$ cat src/design/simd_alu_pkg.sv
package simd_alu_pkg;

	// Data path geometry
	localparam int unsigned word_bits = 64;
	localparam int unsigned lane_bits = 8;
	localparam int unsigned num_lanes = word_bits / lane_bits;

	// Plain vectors
	typedef logic [word_bits-1:0] word_t;
	typedef logic [lane_bits-1:0] lane_t;
	typedef logic [5:0]           opcode_t;
	typedef logic [5:0]           rfunc_t;

	// Major opcode of R-type ALU instructions
	localparam opcode_t op_r_alu = 6'b101010;

	// R-type function field
	localparam rfunc_t rf_vand   = 6'b000001;
	localparam rfunc_t rf_vor    = 6'b000010;
	localparam rfunc_t rf_vxor   = 6'b000011;
	localparam rfunc_t rf_vnot   = 6'b000100;
	localparam rfunc_t rf_vmov   = 6'b000101;
	localparam rfunc_t rf_vadd   = 6'b000110;
	localparam rfunc_t rf_vsub   = 6'b000111;
	// Even multiply, not executed here
	localparam rfunc_t rf_vmuleu = 6'b001000;

	// Element width, encoded as the WW field
	typedef enum logic [1:0] {
		w8  = 2'b00,
		w16 = 2'b01,
		w32 = 2'b10,
		w64 = 2'b11
	} elem_width_e;

	// Decoded function seen by the lanes
	typedef enum logic [2:0] {
		fn_none = 3'd0,
		fn_and  = 3'd1,
		fn_or   = 3'd2,
		fn_xor  = 3'd3,
		fn_not  = 3'd4,
		fn_mov  = 3'd5,
		fn_add  = 3'd6,
		fn_sub  = 3'd7
	} alu_fn_e;

	// Four-phase handshake sequencing
	typedef enum logic [1:0] {
		st_idle = 2'd0,
		st_exec = 2'd1,
		st_ack  = 2'd2
	} issue_state_e;

	// Command broadcast to every lane
	typedef struct packed {
		alu_fn_e     fn;
		elem_width_e width;
	} alu_cmd_t;

	// One byte of each operand
	typedef struct packed {
		lane_t a;
		lane_t b;
	} lane_operands_t;

endpackage

$ cat src/design/alu_issue.sv
module alu_issue (
	input  logic                        clk,
	input  logic                        arst_n,
	input  logic                        req,
	output logic                        ack,
	input  simd_alu_pkg::word_t         a,
	input  simd_alu_pkg::word_t         b,
	input  simd_alu_pkg::opcode_t       op_code,
	input  simd_alu_pkg::rfunc_t        r_ins,
	input  simd_alu_pkg::elem_width_e   ww,
	output simd_alu_pkg::alu_cmd_t      cmd,
	output simd_alu_pkg::lane_operands_t [simd_alu_pkg::num_lanes-1:0] operands,
	output logic                        capture,
	output logic                        err
);

	import simd_alu_pkg::*;

	issue_state_e state;
	issue_state_e state_next;
	alu_fn_e      fn_dec;
	logic         load;

	// Function decode of the incoming instruction
	always_comb begin
		fn_dec = fn_none;
		if (op_code == op_r_alu) begin
			case (r_ins)
				rf_vand: fn_dec = fn_and;
				rf_vor:  fn_dec = fn_or;
				rf_vxor: fn_dec = fn_xor;
				rf_vnot: fn_dec = fn_not;
				rf_vmov: fn_dec = fn_mov;
				rf_vadd: fn_dec = fn_add;
				rf_vsub: fn_dec = fn_sub;
				default: fn_dec = fn_none;
			endcase
		end
	end

	// Instruction is taken on the first edge that sees req in idle
	assign load = (state == st_idle) && req;

	always_comb begin
		state_next = state;
		case (state)
			st_idle: begin
				if (req) begin
					state_next = st_exec;
				end
			end
			st_exec: begin
				state_next = st_ack;
			end
			st_ack: begin
				// Hold the result until the host drops req
				if (!req) begin
					state_next = st_idle;
				end
			end
			default: begin
				state_next = st_idle;
			end
		endcase
	end

	always_ff @(posedge clk or negedge arst_n) begin
		if (!arst_n) begin
			state <= st_idle;
		end else begin
			state <= state_next;
		end
	end

	// Command and error flag
	always_ff @(posedge clk or negedge arst_n) begin
		if (!arst_n) begin
			cmd.fn    <= fn_none;
			cmd.width <= w8;
			err       <= 1'b0;
		end else if (load) begin
			cmd.fn    <= fn_dec;
			cmd.width <= ww;
			err       <= (fn_dec == fn_none);
		end
	end

	// Operand bytes, lane 0 is the low byte
	always_ff @(posedge clk) begin
		if (load) begin
			for (int i = 0; i < num_lanes; i++) begin
				operands[i].a <= a[i*lane_bits +: lane_bits];
				operands[i].b <= b[i*lane_bits +: lane_bits];
			end
		end
	end

	// Lanes settle during st_exec, collector samples on the next edge
	assign capture = (state == st_exec);
	assign ack     = (state == st_ack);

endmodule

$ cat src/design/alu_byte_lane.sv
module alu_byte_lane #(
	parameter int unsigned lane_idx = 0
) (
	input  simd_alu_pkg::alu_cmd_t       cmd,
	input  simd_alu_pkg::lane_operands_t operands,
	input  logic                         carry_in,
	output simd_alu_pkg::lane_t          lane_result,
	output logic                         carry_out
);

	import simd_alu_pkg::*;

	logic                elem_start;
	logic                is_sub;
	logic                cin;
	lane_t               b_eff;
	logic [lane_bits:0]  sum;

	// Does this lane hold the low byte of an element
	always_comb begin
		case (cmd.width)
			w8:      elem_start = 1'b1;
			w16:     elem_start = (lane_idx % 2) == 0;
			w32:     elem_start = (lane_idx % 4) == 0;
			w64:     elem_start = (lane_idx == 0);
			default: elem_start = 1'b1;
		endcase
	end

	assign is_sub = (cmd.fn == fn_sub);

	// Two's complement subtract, a + ~b + 1 at the element base
	assign b_eff = is_sub ? ~operands.b : operands.b;
	assign cin   = elem_start ? is_sub : carry_in;

	assign sum       = {1'b0, operands.a} + {1'b0, b_eff} + {{lane_bits{1'b0}}, cin};
	assign carry_out = sum[lane_bits];

	always_comb begin
		case (cmd.fn)
			fn_and:  lane_result = operands.a & operands.b;
			fn_or:   lane_result = operands.a | operands.b;
			fn_xor:  lane_result = operands.a ^ operands.b;
			fn_not:  lane_result = ~operands.a;
			fn_mov:  lane_result = operands.a;
			fn_add:  lane_result = sum[lane_bits-1:0];
			fn_sub:  lane_result = sum[lane_bits-1:0];
			// Unsupported instruction yields a zero word
			default: lane_result = '0;
		endcase
	end

endmodule

$ cat src/design/alu_result_collect.sv
module alu_result_collect (
	input  logic                                             clk,
	input  logic                                             arst_n,
	input  logic                                             capture,
	input  simd_alu_pkg::lane_t [simd_alu_pkg::num_lanes-1:0] lane_result,
	output simd_alu_pkg::word_t                              result,
	output logic                                             rz
);

	import simd_alu_pkg::*;

	word_t lane_word;

	// Lane 0 ends up in bits 7:0
	always_comb begin
		lane_word = '0;
		for (int i = 0; i < num_lanes; i++) begin
			lane_word[i*lane_bits +: lane_bits] = lane_result[i];
		end
	end

	// Word and zero flag are taken together and held until the next capture
	always_ff @(posedge clk or negedge arst_n) begin
		if (!arst_n) begin
			result <= '0;
			rz     <= 1'b1;
		end else if (capture) begin
			result <= lane_word;
			rz     <= (lane_word == '0);
		end
	end

endmodule

$ cat src/design/simd_alu.sv
module simd_alu (
	input  logic                      clk,
	input  logic                      arst_n,
	input  logic                      req,
	output logic                      ack,
	input  simd_alu_pkg::word_t       a,
	input  simd_alu_pkg::word_t       b,
	input  simd_alu_pkg::opcode_t     op_code,
	input  simd_alu_pkg::rfunc_t      r_ins,
	input  simd_alu_pkg::elem_width_e ww,
	output simd_alu_pkg::word_t       result,
	output logic                      rz,
	output logic                      err
);

	import simd_alu_pkg::*;

	alu_cmd_t                        cmd;
	lane_operands_t [num_lanes-1:0]  operands;
	lane_t          [num_lanes-1:0]  lane_result;
	logic           [num_lanes-1:0]  carry_in;
	logic           [num_lanes-1:0]  carry_out;
	logic                            capture;

	alu_issue u_issue (
		.clk      (clk),
		.arst_n   (arst_n),
		.req      (req),
		.ack      (ack),
		.a        (a),
		.b        (b),
		.op_code  (op_code),
		.r_ins    (r_ins),
		.ww       (ww),
		.cmd      (cmd),
		.operands (operands),
		.capture  (capture),
		.err      (err)
	);

	// Carry ripples upward, lane 0 starts from zero
	assign carry_in = {carry_out[num_lanes-2:0], 1'b0};

	for (genvar i = 0; i < num_lanes; i++) begin : g_lane
		alu_byte_lane #(
			.lane_idx (i)
		) u_lane (
			.cmd         (cmd),
			.operands    (operands[i]),
			.carry_in    (carry_in[i]),
			.lane_result (lane_result[i]),
			.carry_out   (carry_out[i])
		);
	end

	alu_result_collect u_collect (
		.clk         (clk),
		.arst_n      (arst_n),
		.capture     (capture),
		.lane_result (lane_result),
		.result      (result),
		.rz          (rz)
	);

endmodule

$ cat config.mk
export PLATFORM = sky130hd
export DESIGN_NAME = simd_alu
export DESIGN_NICKNAME = d
export VERILOG_FILES = /design/src/design/simd_alu_pkg.sv /design/src/design/alu_issue.sv /design/src/design/alu_byte_lane.sv /design/src/design/alu_result_collect.sv /design/src/design/simd_alu.sv
export SDC_FILE = /design/constraint.sdc
export NUM_CORES = 1
export LEC_CHECK = 0
export BUFFER_PORTS_ARGS = -buffer_cell sky130_fd_sc_hd__buf_2
export CORE_MARGIN = 3
export CORE_UTILIZATION = 59
export DETAILED_ROUTE_END_ITERATION = 7
export GPL_TIMING_DRIVEN = 0
export PLACE_DENSITY_LB_ADDON = 0.2
export RECOVER_POWER = 25
export SLEW_MARGIN = 10
export SYNTH_ARGS = -nofsm -noshare
export SYNTH_HDL_FRONTEND = slang
export SYNTH_SLANG_ARGS = --single-unit
export TNS_END_PERCENT = 30
$ cat constraint.sdc
create_clock -name clk -period 20.9 [get_ports clk]
set_input_delay 4.18 -clock clk [delete_from_list [all_inputs] [get_ports clk]]
set_output_delay 4.18 -clock clk [all_outputs]
set_load 0.02 [all_outputs]
==> metrics.yaml <==
max_slew_margin_pct: 19.4
start_kind: "flip-flop"
grt_pass1_wl_um: 76300
die_y_um: 165
die_area_sq_um: 27300
syn_area_sq_um: 15000
cts_buffers: 23
clock-sinks: 201
final_util_pct: 70.3
dr_total_vias: 13100
worstMarginPinSlew_ns: 1.21
core_area_sq_um: 24600
netlist-cell-type-count: 81
status: "completed"
viasPerCell: 6.42
critPathLaunch: "u_issue.cmd[2]"
avgSynthCellArea_sq_um: 10.3
cellPowerDensity_nw_per_um2: 89.1
grt_util_all_layers_pct: 37.6
clock_skew_ns: 0.0216
synth.most_common_cell: "ha_1"
place_congestion: 0.980
grt_max_degree: 68
min_period_ns: 20.35
drt_iter0_drc: 1572
ant_nets: 0
placement_rows: 57
antenna_found_initial: 1
end_kind: "flip-flop"
ir_drop_uv: 78.3
worstPathRequired_ns: 21.37
fmax_mhz: 49.2
cts_tree: "done"
drt-total-wl_um: 51400
min_from: "u_collect.result[59]"
route.detailed.drc: 0
grt_pass1_vias: 13100
grt_overflow_total: 0
synth.area.top_cells: "edfxtp_1, ha_1, dfrtp_1"
synth_cells: 1457
pin_count: 212
r2r_start: "u_issue.cmd[2]"
cts.path.max_buffers: 3
synth_top_area_share_pct: 25.7
power_uw: 1540
clk_pin_slew_ns: 0.06
diodes: 0
finalHoldViolCount: 0
drive_above_1_share_pct: 20.6
root_buffer: "clkbuf_16"
h-tree-depth: 1
finalMaxSlewViolations: 0
tns_ns: 0
cp_common_cell: "fa_1"
cp.arrival_ns: 20.82
post_drt_wl_per_cell_um: 25.3
async_flop_share_pct: 36.3
ys.warnings.count: 0
dp.cells: 1995
start_util_pct: 60.8
dp_hpwl_um: 38800
yosys.area.top_type: "edfxtp_1"
finalCritPeriodShare_pct: 97.3
ys_ff_latch: 201
path_class: "reg -> reg"
cts-hold-fix-buffers: 0
clk_latency_ns: 0.53
drv_cap: 0
hp-class: "reg -> reg"
drtPass1Iterations: 5
layout.nets: 2036
instances_no_fill: 2034
timing.hold.ws_ns: 0.473
syn_nets: 1800
synth_flop_cell: "edfxtp_1"
synth-seq-area-share_pct: 37.9
p_leak_uw: 0.00783
cpMaxStageDelayCell: "fa_1"
syn_to_final_growth_pct: 15.7
setup_viol_count_final: 0
io_buffers: 211
synth_edf_count: 128
cp_max_fo: 28
die_w_um: 165
critical_path.max_stage_delay_ns: 0.54
synthTopCellsByCount: "ha_1, inv_1, edfxtp_1"
placed cells by master, fill, tap and decap left out, types with 8 or more instances in the layout:
cell type / n
nand3_1: 17
o221ai_1: 46
o21a_1: 12
buf_2: 234
mux2i_1: 46
nand2_1: 115
xor2_1: 15
inv_1: 139
dfrtp_1: 72
clkbuf_1: 29
a21o_1: 11
nor3_1: 14
clkinv_2: 8
nand3b_1: 8
buf_4: 8
buf_1: 9
clkbuf_16: 23
a221oi_1: 9
xnor2_1: 85
nor3b_1: 9
mux2_2: 25
ha_1: 183
a221o_1: 12
nor2b_1: 12
nor2_1: 46
a211oi_1: 19
buf_6: 10
o21ai_0: 93
edfxtp_1: 128
o21bai_1: 9
fa_1: 15
a21oi_1: 46
o22ai_1: 25
nand2b_1: 16
a22oi_1: 13
area by class of cell:
type | instances | area [sq um]
multi-input cells | 1031 | 8370
fillers | 1909 | 7300
flip-flops and latches | 201 | 5670
repair buffers | 214 | 1140
clock buffers | 26 | 597
inverters | 140 | 526
plain buffers | 82 | 462
well taps | 324 | 405
clock inverters | 16 | 141
logic make-up (layout without fill, tap and decap cells):
logic type      count (synthesis)  after routing  synth area share [%]
flops                         201            201                  37.9
simple gates                  286            286                  9.60
compound gates                369            369                  17.3
mux                            78             78                  5.54
buf+inv                       225            478                  6.51
xor+xnor                      100            100                  5.86
fa+ha+maj                     198            198                  17.3
routing by layer:
| metal | wire length (um) | part of all wire (%) | GRT usage (%) | up-vias |
|---|---|---|---|---|
| li1 | - | - | - | 5789 |
| met1 | 19400 | 38 | 47.7 | 6242 |
| met2 | 22800 | 44 | 59.2 | 817 |
| met4 | 3510 | 6.8 | 21.0 | 0 |
| met3 | 5670 | 11 | 8.66 | 219 |
| met5 | 0 | 0 | 0 | - |
worst max-delay path: cells and delay by family (launching register included):
kind,cells,cell delay [ns]
AO/OA/AOI/OAI,35,7.60
buffers and inverters,4,1.46
multiplexers,1,0.22
XOR/XNOR,2,0.34
AND/OR/NAND/NOR,18,2.91
flip-flops,1,0.38
adder cells (fa/ha/maj),15,7.33
state kept, by name (all words and copies together), names as in the netlist:
name,cells
u_issue.err,1
u_issue.state,2
u_issue.cmd,5
u_collect.rz,1
u_collect.result,64
u_issue.operands,128
power by group:
group | internal (uW) | total [uW] | leakage [uW] | switching, uW
sequential | 505 | 568 | 0.00220 | 63.7
combinational | 222 | 580 | 0.00526 | 358
clock | 231 | 394 | 0.000369 | 163
worst paths after layout:
| path | end | slack, ns | cells past startpoint |
|---|---|---|---|
| setup / recovery | u_collect.rz | 0.55 | 75 |
| hold / removal | u_collect.result[59] | 0.47 | 2 |
| setup reg to reg | u_collect.rz | 0.55 | 75 |
| hold reg to reg | u_collect.result[59] | 0.47 | 2 |
| max in group asynchronous | u_collect.rz | 16.62 | 2 |
| min in group asynchronous | u_collect.result[9] | 3.62 | 1 |
what timing repair did:
action / in CTS / in global routing
gates cloned: 0 / 0
pin swaps: 0 / 1
gates resized for setup: 4 / 16
setup endpoints to repair: 4 / 3
setup buffers: 0 / 0
stage by stage:
step	setup slack, ns	instance area (sq um)
2_1_floorplan	4.37	15000
3_3_place_gp	-1.49	16400
3_5_place_dp	-1.57	16500
4_1_cts	0.0254	17200
5_1_grt	-0.0328	17300
6_report	0.555	17300
No activity file was read; power rests on OpenSTA's default activity.
